==> src/logic/soc_defs.svh <==
/*
 * Widths, slot map and device ids of the APB peripheral subsystem.
 * Slots are 4 KB each, and the last slot catches unowned addresses.
 */
`ifndef SOC_DEFS_SVH
`define SOC_DEFS_SVH

// Bus widths
`define ADDR_BITSZ 16
`define DATA_BITSZ 32

`define GPIO_COUNT 8

// Address map, one device per slot
`define SLOT_SHIFT 12
`define SLOT_COUNT 4

// Interrupt source positions
`define INT_SRC_COUNT 3
`define INT_SRC_GPIO  0
`define INT_SRC_EXT0  1
`define INT_SRC_EXT1  2

// Peripheral reset hold length
`define RST_CNTR_BITSZ 4

// Device ids reported through the device table
`define DEV_ID_DEVTBL  7
`define DEV_ID_GPIO    6
`define DEV_ID_INTCTRL 3

`define RSTCTRL_OFFSET 'h100

`endif

==> src/logic/soc_pkg.sv <==
/*
 * Types shared by the peripheral subsystem.
 * SLOT_TABLE must list one entry per slot in address order.
 */
`include "soc_defs.svh"

package soc_pkg;

	typedef logic [`ADDR_BITSZ-1:0]    addr_t;
	typedef logic [`DATA_BITSZ-1:0]    data_t;
	typedef logic [`GPIO_COUNT-1:0]    gpio_t;
	typedef logic [`INT_SRC_COUNT-1:0] irq_vec_t;

	typedef enum logic [1:0] {
		SLOT_DEVTBL  = 2'd0,
		SLOT_GPIO    = 2'd1,
		SLOT_INTCTRL = 2'd2,
		SLOT_INVALID = 2'd3
	} slot_e;

	// Master to slave, 51 bits
	typedef struct packed {
		logic  psel;
		logic  penable;
		logic  pwrite;
		addr_t paddr;
		data_t pwdata;
	} apb_req_t;

	// Slave to master, 34 bits
	typedef struct packed {
		data_t prdata;
		logic  pready;
		logic  pslverr;
	} apb_rsp_t;

	typedef struct packed {
		logic [7:0] id;
		logic       useintr;
		data_t      mapsz;
	} dev_entry_t;

	typedef enum logic [1:0] {
		RST_HOLD,
		RST_RUN,
		RST_OFF
	} rst_state_e;

	parameter data_t SLOT_MAPSZ = data_t'(1) << `SLOT_SHIFT;

	// Id 0 marks the invalid-device slot
	parameter dev_entry_t SLOT_TABLE [`SLOT_COUNT] = '{
		'{id: 8'(`DEV_ID_DEVTBL),  useintr: 1'b0, mapsz: SLOT_MAPSZ},
		'{id: 8'(`DEV_ID_GPIO),    useintr: 1'b1, mapsz: SLOT_MAPSZ},
		'{id: 8'(`DEV_ID_INTCTRL), useintr: 1'b0, mapsz: SLOT_MAPSZ},
		'{id: 8'd0,                useintr: 1'b0, mapsz: SLOT_MAPSZ}
	};

endpackage

==> src/logic/reset_seq.sv <==
/*
 * Peripheral reset sequencer. periph_rst_o drops 16 edges after the last
 * reload edge (rst_p or warm_req_i). Power-off holds until rst_p.
 */
`timescale 1ns/1ns
`include "soc_defs.svh"

module reset_seq (
	 input  logic clk_2x_w
	,input  logic rst_p
	,input  logic warm_req_i
	,input  logic pwroff_req_i
	,output logic periph_rst_o
);
	import soc_pkg::*;

	rst_state_e                 state_q;
	logic [`RST_CNTR_BITSZ-1:0] cntr_q;

	always_ff @(posedge clk_2x_w) begin
		if (rst_p) begin
			state_q <= RST_HOLD;
			cntr_q  <= '1;
		end else if (state_q != RST_OFF) begin
			if (pwroff_req_i) begin
				state_q <= RST_OFF;
			end else if (warm_req_i) begin
				// Reload on the request edge itself
				state_q <= RST_HOLD;
				cntr_q  <= '1;
			end else if (state_q == RST_HOLD) begin
				if (cntr_q != '0)
					cntr_q <= cntr_q - 1'b1;
				else
					state_q <= RST_RUN;
			end
		end
	end

	assign periph_rst_o = (state_q != RST_RUN);

	// Power-off is sticky, neither warm reset nor the counter may leave it
	a_off_sticky: assert property (@(posedge clk_2x_w)
		(state_q == RST_OFF) && !rst_p |=> (state_q == RST_OFF));

endmodule

==> src/logic/apb_decoder.sv <==
/*
 * APB slot decoder. paddr[15:12] picks the slot; slot 3 and above go to
 * the built-in default slave, which reads zero and flags pslverr.
 */
`timescale 1ns/1ns
`include "soc_defs.svh"

module apb_decoder (
	 input  logic              clk_2x_w
	,input  logic              rst_p
	,input  soc_pkg::apb_req_t apb_req_i
	,output soc_pkg::apb_rsp_t apb_rsp_o
	,output soc_pkg::apb_req_t devtbl_req_o
	,output soc_pkg::apb_req_t gpio_req_o
	,output soc_pkg::apb_req_t intc_req_o
	,input  soc_pkg::apb_rsp_t devtbl_rsp_i
	,input  soc_pkg::apb_rsp_t gpio_rsp_i
	,input  soc_pkg::apb_rsp_t intc_rsp_i
);
	import soc_pkg::*;

	localparam int SLOT_IDX_BITSZ = `ADDR_BITSZ - `SLOT_SHIFT;

	logic [SLOT_IDX_BITSZ-1:0] slot_idx;
	slot_e                     slot;

	assign slot_idx = apb_req_i.paddr[`ADDR_BITSZ-1:`SLOT_SHIFT];

	// Anything past the last real device lands in the default slot
	assign slot = (slot_idx < SLOT_IDX_BITSZ'(SLOT_INVALID)) ?
		slot_e'(slot_idx[$bits(slot_e)-1:0]) : SLOT_INVALID;

	always_comb begin
		devtbl_req_o      = apb_req_i;
		gpio_req_o        = apb_req_i;
		intc_req_o        = apb_req_i;
		devtbl_req_o.psel = apb_req_i.psel && (slot == SLOT_DEVTBL);
		gpio_req_o.psel   = apb_req_i.psel && (slot == SLOT_GPIO);
		intc_req_o.psel   = apb_req_i.psel && (slot == SLOT_INTCTRL);
	end

	always_comb begin
		case (slot)
			SLOT_DEVTBL:  apb_rsp_o = devtbl_rsp_i;
			SLOT_GPIO:    apb_rsp_o = gpio_rsp_i;
			SLOT_INTCTRL: apb_rsp_o = intc_rsp_i;
			default: begin
				// Default slave answers at once with an error
				apb_rsp_o.prdata  = '0;
				apb_rsp_o.pready  = 1'b1;
				apb_rsp_o.pslverr = 1'b1;
			end
		endcase
	end

	a_one_slave: assert property (@(posedge clk_2x_w) disable iff (rst_p)
		$onehot0({devtbl_req_o.psel, gpio_req_o.psel, intc_req_o.psel}));

endmodule

==> src/logic/dev_table.sv <==
/*
 * Device table. Entry n sits at offset 8*n (id, useintr) and 8*n+4 (mapsz).
 * The reset control register is write only and reads back zero.
 */
`timescale 1ns/1ns
`include "soc_defs.svh"

module dev_table (
	 input  logic              clk_2x_w
	,input  logic              rst_p
	,input  soc_pkg::apb_req_t apb_req_i
	,output soc_pkg::apb_rsp_t apb_rsp_o
	,output logic              warm_req_o
	,output logic              pwroff_req_o
);
	import soc_pkg::*;

	localparam int ENTRY_IDX_BITSZ = $clog2(`SLOT_COUNT);
	localparam logic [`SLOT_SHIFT-1:0] TBL_END     = 8 * `SLOT_COUNT;
	localparam logic [`SLOT_SHIFT-1:0] RSTCTRL_OFS = `RSTCTRL_OFFSET;

	logic [`SLOT_SHIFT-1:0]     ofs;
	logic [ENTRY_IDX_BITSZ-1:0] entry_idx;
	dev_entry_t                 entry;
	logic                       wr_rstctrl;
	logic                       warm_q;
	logic                       pwroff_q;

	assign ofs       = apb_req_i.paddr[`SLOT_SHIFT-1:0];
	assign entry_idx = ofs[ENTRY_IDX_BITSZ+2:3];
	assign entry     = SLOT_TABLE[entry_idx];

	always_comb begin
		apb_rsp_o.prdata  = '0;
		apb_rsp_o.pready  = 1'b1;
		apb_rsp_o.pslverr = 1'b0;
		// Only word-aligned offsets inside the table return data
		if ((ofs < TBL_END) && (ofs[1:0] == 2'b00)) begin
			if (ofs[2])
				apb_rsp_o.prdata = entry.mapsz;
			else
				apb_rsp_o.prdata = data_t'({entry.useintr, entry.id});
		end
	end

	assign wr_rstctrl = apb_req_i.psel && apb_req_i.penable && apb_req_i.pwrite &&
		(ofs == RSTCTRL_OFS);

	// Codes 10 and 11 both warm reset, 01 powers off
	always_ff @(posedge clk_2x_w) begin
		if (rst_p) begin
			warm_q   <= 1'b0;
			pwroff_q <= 1'b0;
		end else begin
			warm_q   <= wr_rstctrl && apb_req_i.pwdata[1];
			pwroff_q <= wr_rstctrl && (apb_req_i.pwdata[1:0] == 2'b01);
		end
	end

	assign warm_req_o   = warm_q;
	assign pwroff_req_o = pwroff_q;

endmodule

==> src/logic/gpio_port.sv <==
/*
 * GPIO port. Inputs go through a 2-flop synchroniser before read or
 * change detection. The change request holds until intrdy_i.
 */
`timescale 1ns/1ns
`include "soc_defs.svh"

module gpio_port (
	 input  logic              clk_2x_w
	,input  logic              rst_p
	,input  soc_pkg::apb_req_t apb_req_i
	,output soc_pkg::apb_rsp_t apb_rsp_o
	,input  soc_pkg::gpio_t    gp_i
	,output soc_pkg::gpio_t    gp_o
	,output logic              intrqst_o
	,input  logic              intrdy_i
);
	import soc_pkg::*;

	localparam logic [`SLOT_SHIFT-1:0] OFS_IN   = 'h0;
	localparam logic [`SLOT_SHIFT-1:0] OFS_OUT  = 'h4;
	localparam logic [`SLOT_SHIFT-1:0] OFS_MASK = 'h8;

	logic [`SLOT_SHIFT-1:0] ofs;
	logic                   wr_en;
	gpio_t                  sync1_q;
	gpio_t                  sync2_q;
	gpio_t                  prev_q;
	gpio_t                  out_q;
	gpio_t                  mask_q;
	gpio_t                  changed;
	logic                   intrqst_q;

	assign ofs     = apb_req_i.paddr[`SLOT_SHIFT-1:0];
	assign wr_en   = apb_req_i.psel && apb_req_i.penable && apb_req_i.pwrite;
	assign changed = (sync2_q ^ prev_q) & mask_q;

	always_ff @(posedge clk_2x_w) begin
		sync1_q <= gp_i;
		sync2_q <= sync1_q;
		prev_q  <= sync2_q;
	end

	always_ff @(posedge clk_2x_w) begin
		if (rst_p) begin
			out_q     <= '0;
			mask_q    <= '0;
			intrqst_q <= 1'b0;
		end else begin
			if (wr_en && (ofs == OFS_OUT))
				out_q <= apb_req_i.pwdata[`GPIO_COUNT-1:0];
			if (wr_en && (ofs == OFS_MASK))
				mask_q <= apb_req_i.pwdata[`GPIO_COUNT-1:0];
			// A fresh change wins over an ack in the same cycle
			if (|changed)
				intrqst_q <= 1'b1;
			else if (intrdy_i)
				intrqst_q <= 1'b0;
		end
	end

	always_comb begin
		apb_rsp_o.pready  = 1'b1;
		apb_rsp_o.pslverr = 1'b0;
		case (ofs)
			OFS_IN:   apb_rsp_o.prdata = data_t'(sync2_q);
			OFS_OUT:  apb_rsp_o.prdata = data_t'(out_q);
			OFS_MASK: apb_rsp_o.prdata = data_t'(mask_q);
			default:  apb_rsp_o.prdata = '0;
		endcase
	end

	assign gp_o      = out_q;
	assign intrqst_o = intrqst_q;

endmodule

==> src/logic/int_ctrl.sv <==
/*
 * Interrupt controller for one destination. Request rising edges latch
 * into pending; a claim read takes the lowest pending index, enabled or not.
 */
`timescale 1ns/1ns
`include "soc_defs.svh"

module int_ctrl (
	 input  logic              clk_2x_w
	,input  logic              rst_p
	,input  soc_pkg::apb_req_t apb_req_i
	,output soc_pkg::apb_rsp_t apb_rsp_o
	,input  soc_pkg::irq_vec_t intrqst_i
	,output soc_pkg::irq_vec_t intrdy_o
	,output logic              irq_o
);
	import soc_pkg::*;

	localparam int IDX_BITSZ = $clog2(`INT_SRC_COUNT);
	localparam logic [`SLOT_SHIFT-1:0] OFS_CLAIM  = 'h0;
	localparam logic [`SLOT_SHIFT-1:0] OFS_ENABLE = 'h4;

	logic [`SLOT_SHIFT-1:0] ofs;
	logic                   access;
	logic                   claim;
	logic                   en_wr;
	irq_vec_t               req_q;
	irq_vec_t               pend_q;
	irq_vec_t               en_q;
	irq_vec_t               ack_q;
	irq_vec_t               rise;
	irq_vec_t               claim_oh;
	irq_vec_t               claim_clr;
	logic [IDX_BITSZ-1:0]   claim_idx;
	data_t                  claim_word;
	logic                   irq_q;

	assign ofs    = apb_req_i.paddr[`SLOT_SHIFT-1:0];
	assign access = apb_req_i.psel && apb_req_i.penable;
	assign claim  = access && !apb_req_i.pwrite && (ofs == OFS_CLAIM);
	assign en_wr  = access && apb_req_i.pwrite && (ofs == OFS_ENABLE);
	assign rise   = intrqst_i & ~req_q;

	// Lowest index wins, so scan from the top down
	always_comb begin
		claim_idx = '0;
		claim_oh  = '0;
		for (int i = `INT_SRC_COUNT - 1; i >= 0; i--) begin
			if (pend_q[i]) begin
				claim_idx = IDX_BITSZ'(i);
				claim_oh  = irq_vec_t'(1) << i;
			end
		end
	end

	assign claim_clr = claim_oh & {`INT_SRC_COUNT{claim}};

	always_comb begin
		claim_word                  = '0;
		claim_word[`DATA_BITSZ-1]   = |pend_q;
		claim_word[IDX_BITSZ-1:0]   = claim_idx;
	end

	always_ff @(posedge clk_2x_w) begin
		if (rst_p) begin
			req_q  <= '0;
			pend_q <= '0;
			en_q   <= '0;
			ack_q  <= '0;
			irq_q  <= 1'b0;
		end else begin
			req_q  <= intrqst_i;
			pend_q <= (pend_q & ~claim_clr) | rise;
			ack_q  <= claim_clr;
			irq_q  <= |(pend_q & en_q);
			if (en_wr)
				en_q <= apb_req_i.pwdata[`INT_SRC_COUNT-1:0];
		end
	end

	always_comb begin
		apb_rsp_o.pready  = 1'b1;
		apb_rsp_o.pslverr = 1'b0;
		case (ofs)
			OFS_CLAIM:  apb_rsp_o.prdata = claim_word;
			OFS_ENABLE: apb_rsp_o.prdata = data_t'(en_q);
			default:    apb_rsp_o.prdata = '0;
		endcase
	end

	assign intrdy_o = ack_q;
	assign irq_o    = irq_q;

	// Ack names a single source and lasts one cycle, as claims are 2-cycle APB reads
	a_ack_pulse: assert property (@(posedge clk_2x_w) disable iff (rst_p)
		(ack_q != '0) |-> $onehot(ack_q) ##1 (ack_q == '0));

endmodule

==> src/logic/periph_top.sv <==
/*
 * APB peripheral subsystem: device table, GPIO and interrupt controller.
 * All slaves answer with zero wait states. ext_irq_i bits are edge sampled.
 */
`timescale 1ns/1ns
`include "soc_defs.svh"

module periph_top (
	 input  logic                      clk_2x_w
	,input  logic                      rst_p
	,input  soc_pkg::apb_req_t         apb_req_i
	,output soc_pkg::apb_rsp_t         apb_rsp_o
	,input  soc_pkg::gpio_t            gp_i
	,output soc_pkg::gpio_t            gp_o
	,input  logic [`INT_SRC_COUNT-2:0] ext_irq_i
	,output logic                      irq_o
	,output logic                      periph_rst_o
);
	import soc_pkg::*;

	logic     warm_req_w;
	logic     pwroff_req_w;
	logic     periph_rst_w;
	logic     gpio_intrqst_w;
	irq_vec_t intrqst_w;
	irq_vec_t intrdy_w;
	apb_req_t devtbl_req_w;
	apb_rsp_t devtbl_rsp_w;
	apb_req_t gpio_req_w;
	apb_rsp_t gpio_rsp_w;
	apb_req_t intc_req_w;
	apb_rsp_t intc_rsp_w;

	// Source order fixed by the INT_SRC_* positions
	assign intrqst_w[`INT_SRC_GPIO] = gpio_intrqst_w;
	assign intrqst_w[`INT_SRC_EXT0] = ext_irq_i[0];
	assign intrqst_w[`INT_SRC_EXT1] = ext_irq_i[1];

	assign periph_rst_o = periph_rst_w;

	reset_seq u_reset_seq (
		 .clk_2x_w     (clk_2x_w)
		,.rst_p        (rst_p)
		,.warm_req_i   (warm_req_w)
		,.pwroff_req_i (pwroff_req_w)
		,.periph_rst_o (periph_rst_w)
	);

	apb_decoder u_apb_decoder (
		 .clk_2x_w     (clk_2x_w)
		,.rst_p        (rst_p)
		,.apb_req_i    (apb_req_i)
		,.apb_rsp_o    (apb_rsp_o)
		,.devtbl_req_o (devtbl_req_w)
		,.gpio_req_o   (gpio_req_w)
		,.intc_req_o   (intc_req_w)
		,.devtbl_rsp_i (devtbl_rsp_w)
		,.gpio_rsp_i   (gpio_rsp_w)
		,.intc_rsp_i   (intc_rsp_w)
	);

	// The table stays reachable while peripherals are held in reset
	dev_table u_dev_table (
		 .clk_2x_w     (clk_2x_w)
		,.rst_p        (rst_p)
		,.apb_req_i    (devtbl_req_w)
		,.apb_rsp_o    (devtbl_rsp_w)
		,.warm_req_o   (warm_req_w)
		,.pwroff_req_o (pwroff_req_w)
	);

	gpio_port u_gpio_port (
		 .clk_2x_w  (clk_2x_w)
		,.rst_p     (periph_rst_w)
		,.apb_req_i (gpio_req_w)
		,.apb_rsp_o (gpio_rsp_w)
		,.gp_i      (gp_i)
		,.gp_o      (gp_o)
		,.intrqst_o (gpio_intrqst_w)
		,.intrdy_i  (intrdy_w[`INT_SRC_GPIO])
	);

	int_ctrl u_int_ctrl (
		 .clk_2x_w  (clk_2x_w)
		,.rst_p     (periph_rst_w)
		,.apb_req_i (intc_req_w)
		,.apb_rsp_o (intc_rsp_w)
		,.intrqst_i (intrqst_w)
		,.intrdy_o  (intrdy_w)
		,.irq_o     (irq_o)
	);

endmodule

==> config.mk <==
export PLATFORM = sky130hd
export DESIGN_NAME = periph_top
export DESIGN_NICKNAME = d
export VERILOG_FILES = /design/src/logic/soc_pkg.sv /design/src/logic/reset_seq.sv /design/src/logic/apb_decoder.sv /design/src/logic/dev_table.sv /design/src/logic/gpio_port.sv /design/src/logic/int_ctrl.sv /design/src/logic/periph_top.sv
export VERILOG_INCLUDE_DIRS = /design/src /design/src/logic
export SDC_FILE = /design/constraint.sdc
export NUM_CORES = 1
export LEC_CHECK = 0
export BUFFER_PORTS_ARGS = -buffer_cell sky130_fd_sc_hd__buf_2
export CELL_PAD_IN_SITES_DETAIL_PLACEMENT = 1
export CELL_PAD_IN_SITES_GLOBAL_PLACEMENT = 2
export CORE_ASPECT_RATIO = 1.1
export CORE_UTILIZATION = 31
export DETAILED_ROUTE_END_ITERATION = 10
export PLACE_DENSITY_LB_ADDON = 0.1
export SLEW_MARGIN = 20
export SYNTH_ARGS = -nofsm -noshare
export SYNTH_HDL_FRONTEND = slang
export SYNTH_HIERARCHICAL = 1
export SYNTH_SLANG_ARGS = --single-unit
export TNS_END_PERCENT = 10
==> constraint.sdc <==
create_clock -name clk_2x_w -period 1.6 [get_ports clk_2x_w]
set_input_delay 0 -clock clk_2x_w [delete_from_list [all_inputs] [get_ports clk_2x_w]]
set_output_delay 0 -clock clk_2x_w [all_outputs]
set_load 0.02 [all_outputs]
Yosys cells after proc, flatten, opt, wreduce, memory -nomap -nowiden
Cells that the tools add are included.
{"block": "op_classes", "bitwise": 11, "reduce_logical": 33, "n_mux": 24, "magnitude_cmp": 3, "n_eq_ne": 9, "n_addsub": 1}
{"op": "one-hot mux 34 bit (3 select lines)", "count": 1}
{"op": "binary-select mux 41 bit (select 2 bit)", "count": 1}
{"op": "2-to-1 mux 41 bit", "count": 2}
{"op": "2-to-1 mux 32 bit", "count": 2}
{"op": "one-hot mux 32 bit (2 select lines)", "count": 1}
{"op": "one-hot mux 8 bit (3 select lines)", "count": 1}
{"op": "logical AND 1 bit", "count": 18}
{"op": "2-to-1 mux 2 bit", "count": 8}
{"op": "AND 3 bit", "count": 4}
{"op": "== test 12 x 3 -> 1 bit, second input constant", "count": 1}
{"op": "== test 12 x 4 -> 1 bit, second input constant", "count": 1}
{"op": "== test 12 x 9 -> 1 bit, second input constant", "count": 1}
{"op": "logical NOT 12 bit", "count": 1}
{"op": "< comparator 12 x 6 -> 1 bit, second input constant", "count": 1}
{"op": "2-to-1 mux 4 bit", "count": 3}
{"op": "2-to-1 mux 3 bit", "count": 3}
{"op": "AND 8 bit", "count": 1}
{"op": "OR reduction 8 bit", "count": 1}
{"op": "bitwise XOR 8 bit", "count": 1}
{"op": "logical NOT 2 bit", "count": 3}
{"op": "inverter 3 bit", "count": 2}
{"op": "nonzero test 2 bit", "count": 3}
{"op": "OR reduction 3 bit", "count": 2}
{"op": "== test 2 x 1 -> 1 bit, second input constant", "count": 2}
{"op": "16 further kinds", "count": 17}
{"block": "totals", "input_bits": 63, "elab_cells": 96, "output_inout_bits": 44, "ff_bits": 60}

Depth between registers and ports, before layout
{"block": "depth", "ltp_word": 11, "ltp_mapped": 7, "ltp_nobuf": 6}

By module
Netlist, hierarchy kept.
{"module": "apb_decoder", "cells_each": 237, "seq_area_each_um2": 0.0, "area_each_um2": 2099.5, "instances": 1}
{"module": "gpio_port", "cells_each": 162, "seq_area_each_um2": 820.8, "area_each_um2": 1722.9, "instances": 1}
{"module": "int_ctrl", "cells_each": 98, "seq_area_each_um2": 260.2, "area_each_um2": 859.6, "instances": 1}
{"module": "dev_table", "cells_each": 46, "seq_area_each_um2": 40.0, "area_each_um2": 400.4, "instances": 1}
{"module": "reset_seq", "cells_each": 36, "seq_area_each_um2": 120.1, "area_each_um2": 311.5, "instances": 1}

Worst setup path before layout
OpenSTA, ideal clock, no wires.
{"block": "synth_path", "kind": "input port to output port", "startpoint": "input port apb_req_i[37] (netlist bit)", "endpoint": "output port apb_rsp_o[33] (netlist bit)", "cell_stages": 7, "setup_slack_ns": -0.080, "n_path_buf": 2, "t_required_ns": 1.600, "arrival_ns": 1.680, "cell_sequence": "buf_4 or4_4 or3_1 buf_6 nor3_1 mux2i_1 o2bb2ai_2"}
{"element": "start: declaration", "line_no": "periph_top.sv:11", "text": ",input soc_pkg::apb_req_t apb_req_i"}
{"element": "end: declaration", "line_no": "periph_top.sv:12", "text": ",output soc_pkg::apb_rsp_t apb_rsp_o"}

==> run_results.csv <==
group,metric,value,unit
timing,timing.fmax,622,MHz
pwr,total_leakage_power,2.32,nW
pwr,vdd_drop_max,0.000630,V
pwr,p_int,0.00281,W
grt,grt_antenna_before_repair,0,
route,dr_wl_met2,5180,um
route,drt-vias-per-instance,4.21,
setup_path,rr_worst_depth,5,
setup_path,worstReg2RegStart,"u_reset_seq/cntr_q[0]$_SDFFE_PP1P_",
synth,post_synth_inst_count,478,
pwr,power_per_cell_area,753,nW/um2
setup_path,timing.critical_path.arrival,1.61,ns
pwr,seq_power_share,40.9,%
timing,finalSetupTns,-0.0101,ns
route,antenna_violating_nets_post_route,0,
floorplanning,die_width,118,um
cells_and_area,final_layout_size_suffix_gt1_share,31.9,%
place,dp_hpwl,7540,um
clock_network,cts_htree_levels,3,
floorplanning,core_area,14400,um2
timing,tightestPinTransition,0.563,ns
route,dr.max_layer_used,"met4",
timing,slew_viol_final,0,
timing,fin_hold_ws,0.127,ns
timing,period_needed,1.61,ns
clock_network,clkSinkCount,60,
timing,post-route-worst-setup-slack,-0.00788,ns
setup_path,critPathKind,"in2out",
run_status,violations,"setup timing",
pwr,p_sw,0.00100,W
cells_and_area,n_fill_cell,1699,
floorplanning,num_rows,46,
cells_and_area,synthToLayoutAreaGrowth,9.95,%
setup_path,crit_path_start,"apb_req_i[39]",
grt,grt_pass1_wl,16300,um
setup_path,worst-endpoint-required,1.60,ns
grt,grtUsageTotal,13.5,%
hold_path,min_path_cells,4,
pwr,switching_share,26.3,%
floorplanning,chip_height,130,um
hold_path,path_category_of_the_worst_min_delay_check,"in2reg",
grt,globalRouteOverflowTotal,0,
setup_path,ff2ff_setup_slack,0.16,ns
timing,grt_setup_unrepaired,"yes",
cells_and_area,layoutNonFillerInstCount,718,
place,dpl_cell_area,4530,um2
floorplanning,initial_core_util,31.8,%
route,vias,3020,
synth,syn_area_per_cell,9.62,um2
grt,vias_in_the_first_global_route,3274,
setup_path,critical_path.reg2reg.endpoint,"u_reset_seq/cntr_q[3]$_SDFFE_PP1P_",
synth,post_synth_instance_area,4600,um2
place,number_of_buffers_added_on_ports,60,
route,post_drt_wl_per_cell,13.7,um
clock_network,cts_buffer_depth,2,
route,first_iter_violations,87,
timing,finalHoldViolCount,0,
floorplanning,die_area,15300,um2
synth,yosysWarningCount,6,
route,wl_met3,358,um
grt,grt_max_degree,35,
pwr,clockPowerShare,45.7,%
timing,max-slew-margin-rel,62.5,%
timing,layout_worst_path_cycle_share,100,%
setup_path,critPathMaxFanout,5,
route,detailedRoute.firstPassIterationCount,4,
timing,worst_clock_skew_on_the_final_layout,0.00673,ns
route,m1WireLength,4180,um
clock_network,clock_latency,0.33,ns
clock_network,clk_pin_slew_worst_paths,0.05,ns
clock_network,ctsRootBufferMaster,"sky130_fd_sc_hd__clkbuf_16",
place,finalWeightedCongestion,0.710,
clock_network,tritoncts.num_buffers,9,
floorplanning,io_pins,107,
cells_and_area,nNetsFinal,585,
cells_and_area,antenna_cells_inserted,0,
place,placedCellCount,683,
setup_path,cp-end-kind,"output port",
route,routed_wl,9820,um
run,drv.max_cap_violation_count,0,
setup_path,critical_path.endpoint,"apb_rsp_o[2]",
timing,setup-violations-final,2,
route,drc,0,
run_status,outcome,"finished, violations left",
clock_network,cts_tree,"yes",
cells_and_area,final_util,35.0,%
setup_path,critical_path.startpoint_type,"input pin",
cells_and_area,finish.instance_area,5060,um2
pwr,combinationalPowerShare,13.4,%
==> worst min-delay path by stage <==
stage                                   endpoint     startpoint  slack [ns]
5_1_grt        u_int_ctrl/intrdy_o[0]$_SDFF_PP0_  apb_req_i[48]        0.14
3_5_place_dp      u_gpio_port/sync1_q[7]$_DFF_P_        gp_i[7]        0.10
6_report       u_int_ctrl/intrdy_o[0]$_SDFF_PP0_  apb_req_i[48]        0.13
3_3_place_gp      u_gpio_port/sync1_q[4]$_DFF_P_        gp_i[4]        0.10
2_1_floorplan     u_gpio_port/sync1_q[0]$_DFF_P_        gp_i[0]        0.03
4_1_cts        u_int_ctrl/intrdy_o[0]$_SDFF_PP0_  apb_req_i[48]        0.12
==> state kept, by name (all words and copies together), names as in the netlist <==
name                      flops
u_dev_table/pwroff_req_o      1
u_dev_table/warm_req_o        1
u_gpio_port/gp_o              8
u_gpio_port/intrqst_o         1
u_gpio_port/mask_q            8
u_gpio_port/prev_q            8
u_gpio_port/sync1_q           8
u_gpio_port/sync2_q           8
u_int_ctrl/en_q               3
u_int_ctrl/intrdy_o           1
u_int_ctrl/irq_o              1
u_int_ctrl/pend_q             3
u_int_ctrl/req_q              3
u_reset_seq/cntr_q            4
u_reset_seq/state_q           2
==> final cells by class <==
| class | count | area, um2 | area share, % |
|---|---|---|---|
| Inverter | 10 | 37.5 | 0.742 |
| Tap cell | 192 | 240 | 4.75 |
| Clock inverter | 7 | 52.6 | 1.04 |
| Clock buffer | 9 | 225 | 4.45 |
| Timing Repair Buffer | 113 | 808 | 16.0 |
| Sequential cell | 60 | 1200 | 23.8 |
| Multi-Input combinational cell | 327 | 2490 | 49.3 |
==> cells in the final DEF (no fill, tap or decap), types with 3 or more instances in the layout <==
cell type / n
sky130_fd_sc_hd__buf_2: 54
sky130_fd_sc_hd__dfxtp_1: 59
sky130_fd_sc_hd__or4_4: 3
sky130_fd_sc_hd__nand2b_1: 7
sky130_fd_sc_hd__nor3b_1: 4
sky130_fd_sc_hd__o2bb2ai_2: 30
sky130_fd_sc_hd__xor2_1: 8
sky130_fd_sc_hd__and4b_1: 3
sky130_fd_sc_hd__inv_1: 10
sky130_fd_sc_hd__a21oi_1: 14
sky130_fd_sc_hd__conb_1: 85
sky130_fd_sc_hd__and3_1: 3
sky130_fd_sc_hd__nor3_1: 5
sky130_fd_sc_hd__clkbuf_16: 9
sky130_fd_sc_hd__buf_4: 32
sky130_fd_sc_hd__nor2b_1: 6
sky130_fd_sc_hd__dlygate4sd3_1: 19
sky130_fd_sc_hd__nor2_1: 44
sky130_fd_sc_hd__nor4_1: 3
sky130_fd_sc_hd__nor4_4: 5
sky130_fd_sc_hd__clkinv_4: 3
sky130_fd_sc_hd__buf_6: 6
sky130_fd_sc_hd__mux2i_1: 62
sky130_fd_sc_hd__nor4b_4: 3
==> per-stage QoR <==
step	power, W	setup WS [ns]
5_1_grt	0.00401	-0.0711
2_1_floorplan	0.00216	-0.00220
3_5_place_dp	0.00206	-0.178
4_1_cts	0.00387	-0.0311
6_report	0.00381	-0.00788
3_3_place_gp	0.00205	-0.161
==> timing repair <==
| item | in CTS | in global routing |
|---|---|---|
| gates resized for setup | 13 | 3 |
| cloned | 0 | 0 |
| endpoints found under the setup margin | 4 | 5 |
| pin swaps | 7 | 2 |
| hold endpoints to repair | 30 | 0 |
| setup buffers | 0 | 0 |
| hold buffers | 19 | 0 |
==> power groups by stage <==
stage	clock network, W	logic (W)	registers (W)
global route	0.00188	0.000568	0.00156
detailed placement	0	0.000466	0.00159
finish	0.00174	0.000511	0.00156
floorplan	0	0.000573	0.00158
CTS	0.00181	0.000507	0.00156
global placement	0	0.000461	0.00159
==> layer usage <==
metal	track usage, %	vias to the layer above
li1	-	1526
met1	15.1	1431
met2	25.4	55
met3	2.84	8
met4	5.05	0
met5	0	-
==> critical path, cell delays in order <==
cell and delay, ns:
sky130_fd_sc_hd__buf_6 0.09, sky130_fd_sc_hd__or4_4 0.52, sky130_fd_sc_hd__or3_4 0.46, sky130_fd_sc_hd__nor2_2 0.10, sky130_fd_sc_hd__mux2i_1 0.08, sky130_fd_sc_hd__o2bb2ai_2 0.21
sky130_fd_sc_hd__buf_6 0.14
No activity file was read; power rests on OpenSTA's default activity.
